[src/rtl/rvPkg.sv]
`default_nettype none

package rvPkg;

    // Data path width
    localparam int XLEN = 32;

    // Base opcodes handled by the slice
    typedef enum logic [6:0] {
        OP_LUI    = 7'b0110111,
        OP_AUIPC  = 7'b0010111,
        OP_JAL    = 7'b1101111,
        OP_JALR   = 7'b1100111,
        OP_BRANCH = 7'b1100011,
        OP_LOAD   = 7'b0000011,
        OP_STORE  = 7'b0100011,
        OP_OPIMM  = 7'b0010011,
        OP_OP     = 7'b0110011
    } opcodeE;

    typedef enum logic [3:0] {
        ALU_ADD,
        ALU_SUB,
        ALU_SLL,
        ALU_SLT,
        ALU_SLTU,
        ALU_XOR,
        ALU_SRL,
        ALU_SRA,
        ALU_OR,
        ALU_AND,
        ALU_PASSB
    } aluOpE;

    typedef enum logic [2:0] {
        IMM_I,
        IMM_S,
        IMM_B,
        IMM_U,
        IMM_J,
        IMM_NONE
    } immFmtE;

    // Format views, all 32 bits, MSB first
    typedef struct packed {
        logic [6:0] funct7;
        logic [4:0] rs2;
        logic [4:0] rs1;
        logic [2:0] funct3;
        logic [4:0] rd;
        logic [6:0] opcode;
    } rTypeT;

    typedef struct packed {
        logic [11:0] imm;
        logic [4:0]  rs1;
        logic [2:0]  funct3;
        logic [4:0]  rd;
        logic [6:0]  opcode;
    } iTypeT;

    typedef struct packed {
        logic [6:0] immHi;
        logic [4:0] rs2;
        logic [4:0] rs1;
        logic [2:0] funct3;
        logic [4:0] immLo;
        logic [6:0] opcode;
    } sTypeT;

    typedef struct packed {
        logic       imm12;
        logic [5:0] imm10_5;
        logic [4:0] rs2;
        logic [4:0] rs1;
        logic [2:0] funct3;
        logic [3:0] imm4_1;
        logic       imm11;
        logic [6:0] opcode;
    } bTypeT;

    typedef struct packed {
        logic [19:0] imm31_12;
        logic [4:0]  rd;
        logic [6:0]  opcode;
    } uTypeT;

    typedef struct packed {
        logic       imm20;
        logic [9:0] imm10_1;
        logic       imm11;
        logic [7:0] imm19_12;
        logic [4:0] rd;
        logic [6:0] opcode;
    } jTypeT;

    // One instruction word, six ways to read it
    typedef union packed {
        rTypeT r;
        iTypeT i;
        sTypeT s;
        bTypeT b;
        uTypeT u;
        jTypeT j;
    } instrU;

    typedef struct packed {
        aluOpE  aluOp;
        logic   aluSrcImm;
        logic   aSrcPc;
        logic   regWrite;
        logic   memRead;
        logic   memWrite;
        logic   isBranch;
        logic   isJal;
        logic   isJalr;
        immFmtE immFmt;
        logic   illegal;
    } ctrlT;

    typedef struct packed {
        logic            valid;
        logic [XLEN-1:0] result;
        logic [4:0]      rd;
        logic            regWrite;
        logic            memRead;
        logic            memWrite;
        logic [XLEN-1:0] memAddr;
        logic [XLEN-1:0] storeData;
        logic [2:0]      memWidth;
        logic            redirect;
        logic [XLEN-1:0] target;
        logic            illegal;
    } execResT;

endpackage

`default_nettype wire

[src/rtl/aluUnit.sv]
`timescale 1ns/10ps
`default_nettype none

module aluUnit (
    input  rvPkg::aluOpE               op,
    input  logic [rvPkg::XLEN-1:0]     a,
    input  logic [rvPkg::XLEN-1:0]     b,
    input  logic [2:0]                 brFunct3,
    output logic [rvPkg::XLEN-1:0]     y,
    output logic                       brTrue
);

    logic [4:0] shamt;
    logic       eq;
    logic       ltS;
    logic       ltU;

    // Shift amount from the low five bits only
    assign shamt = b[4:0];

    // Comparisons shared by SLT and the branch unit
    assign eq  = (a == b);
    assign ltS = ($signed(a) < $signed(b));
    assign ltU = (a < b);

    always_comb
    begin
        case (op)
            rvPkg::ALU_ADD:
                y = a + b;
            rvPkg::ALU_SUB:
                y = a - b;
            rvPkg::ALU_SLL:
                y = a << shamt;
            rvPkg::ALU_SLT:
                y = {{(rvPkg::XLEN-1){1'b0}}, ltS};
            rvPkg::ALU_SLTU:
                y = {{(rvPkg::XLEN-1){1'b0}}, ltU};
            rvPkg::ALU_XOR:
                y = a ^ b;
            rvPkg::ALU_SRL:
                y = a >> shamt;
            // Arithmetic shift keeps the sign
            rvPkg::ALU_SRA:
                y = $unsigned($signed(a) >>> shamt);
            rvPkg::ALU_OR:
                y = a | b;
            rvPkg::ALU_AND:
                y = a & b;
            // LUI path
            rvPkg::ALU_PASSB:
                y = b;
            default:
                y = a + b;
        endcase
    end

    // Branch condition by funct3
    always_comb
    begin
        case (brFunct3)
            3'b000:  brTrue = eq;
            3'b001:  brTrue = !eq;
            3'b100:  brTrue = ltS;
            3'b101:  brTrue = !ltS;
            3'b110:  brTrue = ltU;
            3'b111:  brTrue = !ltU;
            default: brTrue = 1'b0;
        endcase
    end

endmodule

`default_nettype wire

[src/rtl/decodeExecTop.sv]
`timescale 1ns/10ps
`default_nettype none

module decodeExecTop #(
    parameter logic [rvPkg::XLEN-1:0] RESET_PC = '0
) (
    input  logic                       clk,
    input  logic                       rst,
    input  logic                       instrValid,
    input  logic [31:0]                instr,
    input  logic [rvPkg::XLEN-1:0]     pc,
    output rvPkg::execResT             res
);

    logic                      heldValid;
    rvPkg::instrU              heldInstr;
    logic [rvPkg::XLEN-1:0]    heldPc;
    rvPkg::ctrlT               ctrl;
    logic [rvPkg::XLEN-1:0]    imm;
    logic [rvPkg::XLEN-1:0]    rs1Data;
    logic [rvPkg::XLEN-1:0]    rs2Data;
    logic [rvPkg::XLEN-1:0]    opA;
    logic [rvPkg::XLEN-1:0]    opB;
    logic [rvPkg::XLEN-1:0]    aluY;
    logic                      brTrue;
    logic [rvPkg::XLEN-1:0]    linkPc;
    logic [rvPkg::XLEN-1:0]    target;
    rvPkg::execResT            resNext;

    instrDecode uDecode (
        .clk        (clk),
        .rst        (rst),
        .instrValid (instrValid),
        .instr      (instr),
        .pc         (pc),
        .heldValid  (heldValid),
        .heldInstr  (heldInstr),
        .heldPc     (heldPc),
        .ctrl       (ctrl)
    );

    immGen uImm (
        .word (heldInstr),
        .fmt  (ctrl.immFmt),
        .imm  (imm)
    );

    // Write port fed from the next result, so it lands as the next word is captured
    regFile uRegs (
        .clk     (clk),
        .rst     (rst),
        .rdAddrA (heldInstr.r.rs1),
        .rdAddrB (heldInstr.r.rs2),
        .wrEn    (resNext.regWrite),
        .wrAddr  (resNext.rd),
        .wrData  (resNext.result),
        .rdDataA (rs1Data),
        .rdDataB (rs2Data)
    );

    // Operand muxes
    assign opA = ctrl.aSrcPc ? heldPc : rs1Data;
    assign opB = ctrl.aluSrcImm ? imm : rs2Data;

    aluUnit uAlu (
        .op       (ctrl.aluOp),
        .a        (opA),
        .b        (opB),
        .brFunct3 (heldInstr.r.funct3),
        .y        (aluY),
        .brTrue   (brTrue)
    );

    assign linkPc = heldPc + 32'd4;
    // JALR base is rs1 + imm from the ALU, low bit dropped
    assign target = ctrl.isJalr ? {aluY[rvPkg::XLEN-1:1], 1'b0} : heldPc + imm;

    always_comb
    begin
        resNext           = '0;
        resNext.valid     = heldValid;
        resNext.result    = (ctrl.isJal || ctrl.isJalr) ? linkPc : aluY;
        resNext.rd        = heldInstr.r.rd;
        // Side effects only for a real instruction
        resNext.regWrite  = heldValid && ctrl.regWrite;
        resNext.memRead   = heldValid && ctrl.memRead;
        resNext.memWrite  = heldValid && ctrl.memWrite;
        resNext.memAddr   = aluY;
        resNext.storeData = rs2Data;
        resNext.memWidth  = heldInstr.r.funct3;
        resNext.redirect  = heldValid &&
                            (ctrl.isJal || ctrl.isJalr || (ctrl.isBranch && brTrue));
        resNext.target    = target;
        resNext.illegal   = heldValid && ctrl.illegal;
    end

    // Result register, target parks at the reset vector
    always_ff @(posedge clk or posedge rst)
    begin
        if (rst)
        begin
            res        <= '0;
            res.target <= RESET_PC;
        end
        else
        begin
            res <= resNext;
        end
    end

endmodule

`default_nettype wire

[src/rtl/immGen.sv]
`timescale 1ns/10ps
`default_nettype none

module immGen (
    input  rvPkg::instrU               word,
    input  rvPkg::immFmtE              fmt,
    output logic [rvPkg::XLEN-1:0]     imm
);

    // Pieces are pulled from the matching format view
    always_comb
    begin
        case (fmt)
            rvPkg::IMM_I:
                imm = {{20{word.i.imm[11]}}, word.i.imm};
            rvPkg::IMM_S:
                imm = {{20{word.s.immHi[6]}}, word.s.immHi, word.s.immLo};
            // Branch offsets are in halfwords
            rvPkg::IMM_B:
                imm = {{19{word.b.imm12}}, word.b.imm12, word.b.imm11,
                       word.b.imm10_5, word.b.imm4_1, 1'b0};
            rvPkg::IMM_U:
                imm = {word.u.imm31_12, 12'b0};
            // Same halfword scaling for JAL
            rvPkg::IMM_J:
                imm = {{11{word.j.imm20}}, word.j.imm20, word.j.imm19_12,
                       word.j.imm11, word.j.imm10_1, 1'b0};
            default:
                imm = '0;
        endcase
    end

endmodule

`default_nettype wire

[src/rtl/instrDecode.sv]
`timescale 1ns/10ps
`default_nettype none

module instrDecode (
    input  logic                       clk,
    input  logic                       rst,
    input  logic                       instrValid,
    input  logic [31:0]                instr,
    input  logic [rvPkg::XLEN-1:0]     pc,
    output logic                       heldValid,
    output rvPkg::instrU               heldInstr,
    output logic [rvPkg::XLEN-1:0]     heldPc,
    output rvPkg::ctrlT                ctrl
);

    logic [2:0] funct3;
    logic [6:0] funct7;

    // Maps funct3 to an ALU op, alt picks SUB or SRA
    function automatic rvPkg::aluOpE opFromF3(input logic [2:0] f3, input logic alt);
        case (f3)
            3'b000:  opFromF3 = alt ? rvPkg::ALU_SUB : rvPkg::ALU_ADD;
            3'b001:  opFromF3 = rvPkg::ALU_SLL;
            3'b010:  opFromF3 = rvPkg::ALU_SLT;
            3'b011:  opFromF3 = rvPkg::ALU_SLTU;
            3'b100:  opFromF3 = rvPkg::ALU_XOR;
            3'b101:  opFromF3 = alt ? rvPkg::ALU_SRA : rvPkg::ALU_SRL;
            3'b110:  opFromF3 = rvPkg::ALU_OR;
            default: opFromF3 = rvPkg::ALU_AND;
        endcase
    endfunction

    // Strobe follows every cycle
    always_ff @(posedge clk or posedge rst)
    begin
        if (rst)
            heldValid <= 1'b0;
        else
            heldValid <= instrValid;
    end

    // Word and PC only move on a strobe
    always_ff @(posedge clk)
    begin
        if (instrValid)
        begin
            heldInstr <= instr;
            heldPc    <= pc;
        end
    end

    assign funct3 = heldInstr.r.funct3;
    assign funct7 = heldInstr.r.funct7;

    always_comb
    begin
        // Defaults describe a harmless no-op
        ctrl        = '0;
        ctrl.aluOp  = rvPkg::ALU_ADD;
        ctrl.immFmt = rvPkg::IMM_NONE;

        case (heldInstr.r.opcode)
            rvPkg::OP_LUI:
            begin
                ctrl.aluOp     = rvPkg::ALU_PASSB;
                ctrl.aluSrcImm = 1'b1;
                ctrl.regWrite  = 1'b1;
                ctrl.immFmt    = rvPkg::IMM_U;
            end
            rvPkg::OP_AUIPC:
            begin
                ctrl.aSrcPc    = 1'b1;
                ctrl.aluSrcImm = 1'b1;
                ctrl.regWrite  = 1'b1;
                ctrl.immFmt    = rvPkg::IMM_U;
            end
            // Link value comes from the top, not the ALU
            rvPkg::OP_JAL:
            begin
                ctrl.isJal    = 1'b1;
                ctrl.regWrite = 1'b1;
                ctrl.immFmt   = rvPkg::IMM_J;
            end
            // ALU forms rs1 + imm for the jump base
            rvPkg::OP_JALR:
            begin
                ctrl.isJalr    = 1'b1;
                ctrl.aluSrcImm = 1'b1;
                ctrl.regWrite  = 1'b1;
                ctrl.immFmt    = rvPkg::IMM_I;
                ctrl.illegal   = (funct3 != 3'b000);
            end
            // Compare is rs1 against rs2, funct3 goes straight to the ALU
            rvPkg::OP_BRANCH:
            begin
                ctrl.isBranch = 1'b1;
                ctrl.immFmt   = rvPkg::IMM_B;
                ctrl.illegal  = (funct3 == 3'b010) || (funct3 == 3'b011);
            end
            // LB LH LW LBU LHU only
            rvPkg::OP_LOAD:
            begin
                ctrl.memRead   = 1'b1;
                ctrl.aluSrcImm = 1'b1;
                ctrl.immFmt    = rvPkg::IMM_I;
                ctrl.illegal   = (funct3 == 3'b011) || (funct3 == 3'b110) ||
                                 (funct3 == 3'b111);
            end
            // SB SH SW
            rvPkg::OP_STORE:
            begin
                ctrl.memWrite  = 1'b1;
                ctrl.aluSrcImm = 1'b1;
                ctrl.immFmt    = rvPkg::IMM_S;
                ctrl.illegal   = (funct3 > 3'b010);
            end
            rvPkg::OP_OPIMM:
            begin
                ctrl.aluSrcImm = 1'b1;
                ctrl.regWrite  = 1'b1;
                ctrl.immFmt    = rvPkg::IMM_I;
                // Only the shifts look at funct7
                ctrl.aluOp = opFromF3(funct3, (funct3 == 3'b101) && (funct7 == 7'b0100000));
                if (funct3 == 3'b001)
                    ctrl.illegal = (funct7 != 7'b0000000);
                else if (funct3 == 3'b101)
                    ctrl.illegal = (funct7 != 7'b0000000) && (funct7 != 7'b0100000);
            end
            rvPkg::OP_OP:
            begin
                ctrl.regWrite = 1'b1;
                ctrl.aluOp    = opFromF3(funct3, funct7 == 7'b0100000);
                // Alternate funct7 exists only for SUB and SRA
                // funct7 0000001 is MUL/DIV, rejected here too
                if (funct7 == 7'b0100000)
                    ctrl.illegal = (funct3 != 3'b000) && (funct3 != 3'b101);
                else
                    ctrl.illegal = (funct7 != 7'b0000000);
            end
            default:
                ctrl.illegal = 1'b1;
        endcase

        // Illegal words must leave no side effect
        if (ctrl.illegal)
        begin
            ctrl.regWrite = 1'b0;
            ctrl.memRead  = 1'b0;
            ctrl.memWrite = 1'b0;
            ctrl.isBranch = 1'b0;
            ctrl.isJal    = 1'b0;
            ctrl.isJalr   = 1'b0;
        end
    end

endmodule

`default_nettype wire

[src/rtl/regFile.sv]
`timescale 1ns/10ps
`default_nettype none

module regFile (
    input  logic                       clk,
    input  logic                       rst,
    input  logic [4:0]                 rdAddrA,
    input  logic [4:0]                 rdAddrB,
    input  logic                       wrEn,
    input  logic [4:0]                 wrAddr,
    input  logic [rvPkg::XLEN-1:0]     wrData,
    output logic [rvPkg::XLEN-1:0]     rdDataA,
    output logic [rvPkg::XLEN-1:0]     rdDataB
);

    // x0 has no storage
    logic [rvPkg::XLEN-1:0] regs [1:31];

    always_ff @(posedge clk or posedge rst)
    begin
        if (rst)
        begin
            for (int i = 1; i < 32; i++)
                regs[i] <= '0;
        end
        // Writes to x0 vanish here
        else if (wrEn && (wrAddr != 5'd0))
        begin
            regs[wrAddr] <= wrData;
        end
    end

    // Combinational reads, x0 reads as zero
    always_comb
    begin
        if (rdAddrA == 5'd0)
            rdDataA = '0;
        else
            rdDataA = regs[rdAddrA];

        if (rdAddrB == 5'd0)
            rdDataB = '0;
        else
            rdDataB = regs[rdAddrB];
    end

endmodule

`default_nettype wire

[config.mk]
export PLATFORM = sky130hd
export DESIGN_NAME = decodeExecTop
export DESIGN_NICKNAME = d
export VERILOG_FILES = /design/src/rtl/rvPkg.sv /design/src/rtl/aluUnit.sv /design/src/rtl/decodeExecTop.sv /design/src/rtl/immGen.sv /design/src/rtl/instrDecode.sv /design/src/rtl/regFile.sv
export SDC_FILE = /design/constraint.sdc
export NUM_CORES = 2
export LEC_CHECK = 0
export BUFFER_PORTS_ARGS = -buffer_cell sky130_fd_sc_hd__buf_2
export CAP_MARGIN = 40
export CORE_MARGIN = 10
export CORE_UTILIZATION = 56
export DETAILED_ROUTE_END_ITERATION = 12
export GPL_TIMING_DRIVEN = 0
export PLACE_DENSITY = 0.8
export SETUP_SLACK_MARGIN = 0.5
export SLEW_MARGIN = 20
export SYNTH_ARGS = -nofsm -noshare
export SYNTH_HDL_FRONTEND = slang
export SYNTH_HIERARCHICAL = 1
export SYNTH_SLANG_ARGS = --single-unit
[constraint.sdc]
create_clock -name clk -period 64.7 [get_ports clk]
set_clock_uncertainty 0.05 [all_clocks]
set_input_delay 12.94 -clock clk [delete_from_list [all_inputs] [get_ports clk]]
set_output_delay 12.94 -clock clk [all_outputs]
set_load 0.05 [all_outputs]
# Word level (Yosys, flattened, before mapping)
# Cells that the tools add are included.
# word_totals
in_bits	67
word_cells	170
regBits	1199
output_inout_bits	142
# classes
order_cmp	7
n_bitwise	6
n_addsub	4
n_mux	39
eq_ne	34
reduce_logical	31
shift	3
# ops
operator	count
992-bit bitwise mux	1
32-bit 2-to-1 mux	11
32-bit binary-select mux with 5-bit select	2
32-bit case mux with 10 select lines	1
32-bit demux with 5-bit select	1
32-bit case mux with 5 select lines	1
32-bit adder	2
32-bit < comparator	2
4-bit case mux with 7 select lines	2
32-bit by 3-bit adder with 32-bit output (second input constant)	1
32-bit AND	1
32-bit == test	1
32-bit OR	1
32-bit by 5-bit << shifter with 32-bit output	1
32-bit by 5-bit right shift with 32-bit output	1
32-bit by 5-bit >>> shifter with 32-bit output	1
32-bit subtractor	1
32-bit bitwise XOR	1
7-bit by 6-bit == test with 1-bit output (second input constant)	4
7-bit == test (second input constant)	3
6-bit greater-or-equal comparator (second input constant)	3
5-bit NOT with 6-bit output	3
4-bit by 3-bit == test with 1-bit output (second input constant)	4
3-bit == test (second input constant)	5
28 further kinds	70

# Logic depth before layout (Yosys ltp)
# depth
word_depth	12
depth_mapped	27
mapped_depth_nobuf	21

# Modules after synthesis
# Netlist, hierarchy kept.
# by_module_without_submodules
module	cells_per_inst	area_each_um2	instances	seq_area_each_um2
regFile	4356	54594.9	1	24823.8
aluUnit	1379	9342.7	1	0.0
decodeExecTop	699	7349.5	1	3553.4
instrDecode	141	2429.8	1	1946.9
immGen	94	540.5	1	0.0

# Worst setup path before layout
# Ideal clock, no wire load.
# synth_timing
path_kind	reg2out
start	register res[0] (netlist name)
end	output res[0] (netlist name)
stages_incl_launch_ff	1
slack_ns	51.124
path_buffers	0
arrival_time_ns	0.586
cell_sequence	dfrtp_1
# synth_lines
item	line_no	text
start: declaration	decodeExecTop.sv:12	output rvPkg::execResT res
start signal: assignment	decodeExecTop.sv:107	res <= resNext;
# No word-level cell between the ends.

# Final worst setup path
# layout_timing
start	register res[3] (netlist name)
end	output res[3] (netlist name)
# No word-level cell between the ends.

==> flow_metrics.env <==
export IMPL_h_tree_depth=4
export IMPL_seqPwrFrac_pct=32.5
export IMPL_dpl_cell_count=8713
export IMPL_drv_cap=0
export IMPL_grt_ovfl_total=0
export IMPL_internal_power_mw=1.50
export IMPL_r2r_start="uDecode/heldInstr[22]"
export IMPL_fin_hold_ws_ns=0.449
export IMPL_placementRows=133
export IMPL_drive_above_1_share_pct=31.0
export IMPL_multiInputGateArea_mm2=0.0407
export IMPL_initial_core_util_pct=56.4
export IMPL_maxSlewHeadroom_pct=22.3
export IMPL_cp_start_kind="flop"
export IMPL_p_per_area_mw_per_mm2=30.5
export IMPL_clk_path_buf_depth=3
export IMPL_drt_iter0_drc=9749
export IMPL_synth_edff_count=64
export IMPL_num_fill_cells=10300
export IMPL_slew_violations=0
export IMPL_grt_total_usage_pct=45.3
export IMPL_total_power_mw=2.56
export IMPL_ios=209
export IMPL_yosys_most_used_dff="dfrtp_1"
export IMPL_status="finished, final reports clean"
export IMPL_peakVddDrop_mv=0.0246
export IMPL_path_max_fanout=1
export IMPL_tns_ns=0
export IMPL_critPathKind="flop to output port"
export IMPL_yosys_area_top_type_share_pct=38.2
export IMPL_tritoncts="yes"
export IMPL_min_path_type="flop to flop"
export IMPL_grt_first_pass_wirelength_mm=476
export IMPL_finalCriticalPeriod_ns=14.54
export IMPL_ys_seq_area_share_pct=40.8
export IMPL_wl_met3_mm=47.3
export IMPL_crit_start="res[3]"
export IMPL_holdBufCountCts=0
export IMPL_worstSetupEndpointType="output port"
export IMPL_clock_fmax_mhz=68.8
export IMPL_synthDistinctLibCells=118
export IMPL_reg2reg_depth=26
export IMPL_synth_warnings=6
export IMPL_wl_met1_mm=115
export IMPL_syn_area_mm2=0.0743
export IMPL_synthTopCellsByCount="1137 x mux2_2, 1135 x dfrtp_1, 820 x mux2i_1"
export IMPL_yosys_cell_count_top_type="mux2_2"
export IMPL_netlist_instances=6669
export IMPL_die_w_um=384
export IMPL_grt_pass1_vias=63500
export IMPL_route_met2_wl_mm=142
export IMPL_p_sw_share_pct=41.3
export IMPL_clkLatencyLatePin_ns=0.81
export IMPL_synth_seq_cells=1199
export IMPL_hold_viol_final=0
export IMPL_post_cts_buffers=0
export IMPL_switchingPower_mw=1.06
export IMPL_combPwrFrac_pct=36.0
export IMPL_postSynthNetCount=6868
export IMPL_die_h_um=384
export IMPL_setup_viol=0
export IMPL_wirelength_mm=344
export IMPL_pwr_share_clk_pct=31.5
export IMPL_final_antenna_net_count=0
export IMPL_highest_layer="met5"
export IMPL_regArea_mm2=0.0303
export IMPL_cp_cell_sequence="buf_2"
export IMPL_path_buf_inv=1
export IMPL_clkSlewWorstSetupHoldPaths_ns=0.07
export IMPL_yosys_area_top_type="dfrtp_1"
export IMPL_arrival_ns=1.55
export IMPL_core_mm2=0.132
export IMPL_leakage_nw=39.3
export IMPL_timing_final_crit_share_pct=22.5
export IMPL_fp_dieArea_mm2=0.148
export IMPL_worst_slew_pin_slew_ns=1.16
export IMPL_viasPerCell=7.32
export IMPL_root_buffer="clkbuf_16"
export IMPL_worst_path_max_delay_cell="dfrtp_1"
export IMPL_crit_end="res[3]"
export IMPL_r2r_slack_ns=54.09
export IMPL_synth_area_leaders="dfrtp_1 38%, mux2_2 17%, mux2i_1 11%"
export IMPL_place_hpwl_mm=259
export IMPL_worstReg2RegEnd="uRegs/regs[448]"
export IMPL_clock_sinks=1199
export IMPL_nets=7342
export IMPL_cts_inserted_buffers=133
export IMPL_path_delay_family="flip-flops"
export IMPL_cts_resized=0
export IMPL_remaining_drc_errors=0
export IMPL_async_reset_ff_share_pct=94.7
export IMPL_path_depth=1
export IMPL_post_drt_wl_per_cell_um=38.2
export IMPL_rsz0062_at_grt="false"
export IMPL_antenna_found_initial=30
export IMPL_vias=66000
export IMPL_cp_required_ns=51.71
export IMPL_drt_pass1_iter_count=9
export IMPL_stdcell_count=9016
export IMPL_grt_max_degree=112
export IMPL_place_gp_congestion=1.12
export IMPL_syn_to_final_growth_pct=13.1
export IMPL_synth_area_per_cell_um2=11.1
export IMPL_port_buffers=208
export IMPL_slowest_delay_ns=0.39
[routing by layer]
metal  vias to the layer above  GRT usage [%]
met5                         -           1.66
met4                        34           39.1
met3                      1681           18.4
met2                      5707           65.1
met1                     32800           52.0
li1                      25800              -
[area by class of cell]
type	instances	share of cell area, %
plain buffers	597	3.71
repair buffers	339	2.93
clock inverters	49	0.898
inverters	128	0.590
flip-flops and latches	1199	36.1
well taps	1755	2.61
clock buffers	188	4.64
diodes	16	0.0477
multi-input cells	4745	48.5
[worst min path at each step]
stage	from	end	slack, ns	depth (start not counted)
CTS	uDecode/heldValid	res[141]	0.45	0
global route	uRegs/regs[58]	uRegs/regs[58]	0.49	1
global placement	uRegs/regs[374]	uRegs/regs[374]	0.44	1
floorplan	uDecode/heldValid	res[141]	0.35	0
finish	uDecode/heldValid	res[141]	0.45	0
detailed placement	uDecode/heldValid	res[141]	0.44	0
[placed cells by master (no fill, tap or decap), types with 85 or more instances in the layout]
master / synthesis / final
a21oi_1: 202 / 178
a22oi_1: 85 / 85
buf_2: 166 / 403
buf_4: 83 / 122
clkbuf_1: 272 / 295
clkbuf_16: 0 / 137
dfrtp_1: 1135 / 1135
ha_1: 129 / 129
inv_1: 124 / 122
mux2_2: 1137 / 1137
mux2i_1: 820 / 820
mux4_2: 92 / 92
nand2_1: 351 / 351
nand2b_1: 87 / 87
nand3_1: 129 / 129
nand4_1: 85 / 85
nor2_1: 346 / 346
nor3_1: 100 / 94
o21ai_0: 108 / 106
o22ai_1: 229 / 229
[registers in the layout (all words and copies together) (netlist names)]
| register | cells |
|---|---|
| uRegs/regs | 992 |
| uDecode/heldPc | 32 |
| uDecode/heldValid | 1 |
| res | 142 |
| uDecode/heldInstr | 32 |
[power groups by stage]
stage                     logic, mW  clock network, mW  registers, mW
after floorplan               0.372                  0          0.922
after global placement        0.808                  0          0.844
after detailed placement      0.845                  0          0.844
after CTS                     0.848              0.808          0.832
after global routing          0.916              0.839          0.836
final                         0.922              0.807          0.834
[kinds of logic (layout without fill, tap and decap cells)]
family	count (synthesis)	in the layout	share of synthesized area [%]
muxes	2082	2082	31.6
buffers and inverters	725	1301	4.84
other	0	16	0
xor gates and xnor gates	55	55	0.649
adders and majority gates	133	133	2.27
and+or+nand+nor	1379	1379	9.25
AOI/OAI and AO/OA	1096	1096	10.5
DFF	1199	1199	40.8
[metrics by stage]
stage | instance area (µm²) | setup slack [ns] | util [%]
after floorplan | 74300 | 23.80 | -
after global placement | 77500 | 13.57 | 58.9
after detailed placement | 78800 | 49.51 | 59.9
after CTS | 83500 | 50.18 | 63.4
after global routing | 84000 | 50.05 | 63.8
final | 84000 | 50.16 | 63.8
No activity file was read; power rests on OpenSTA's default activity.
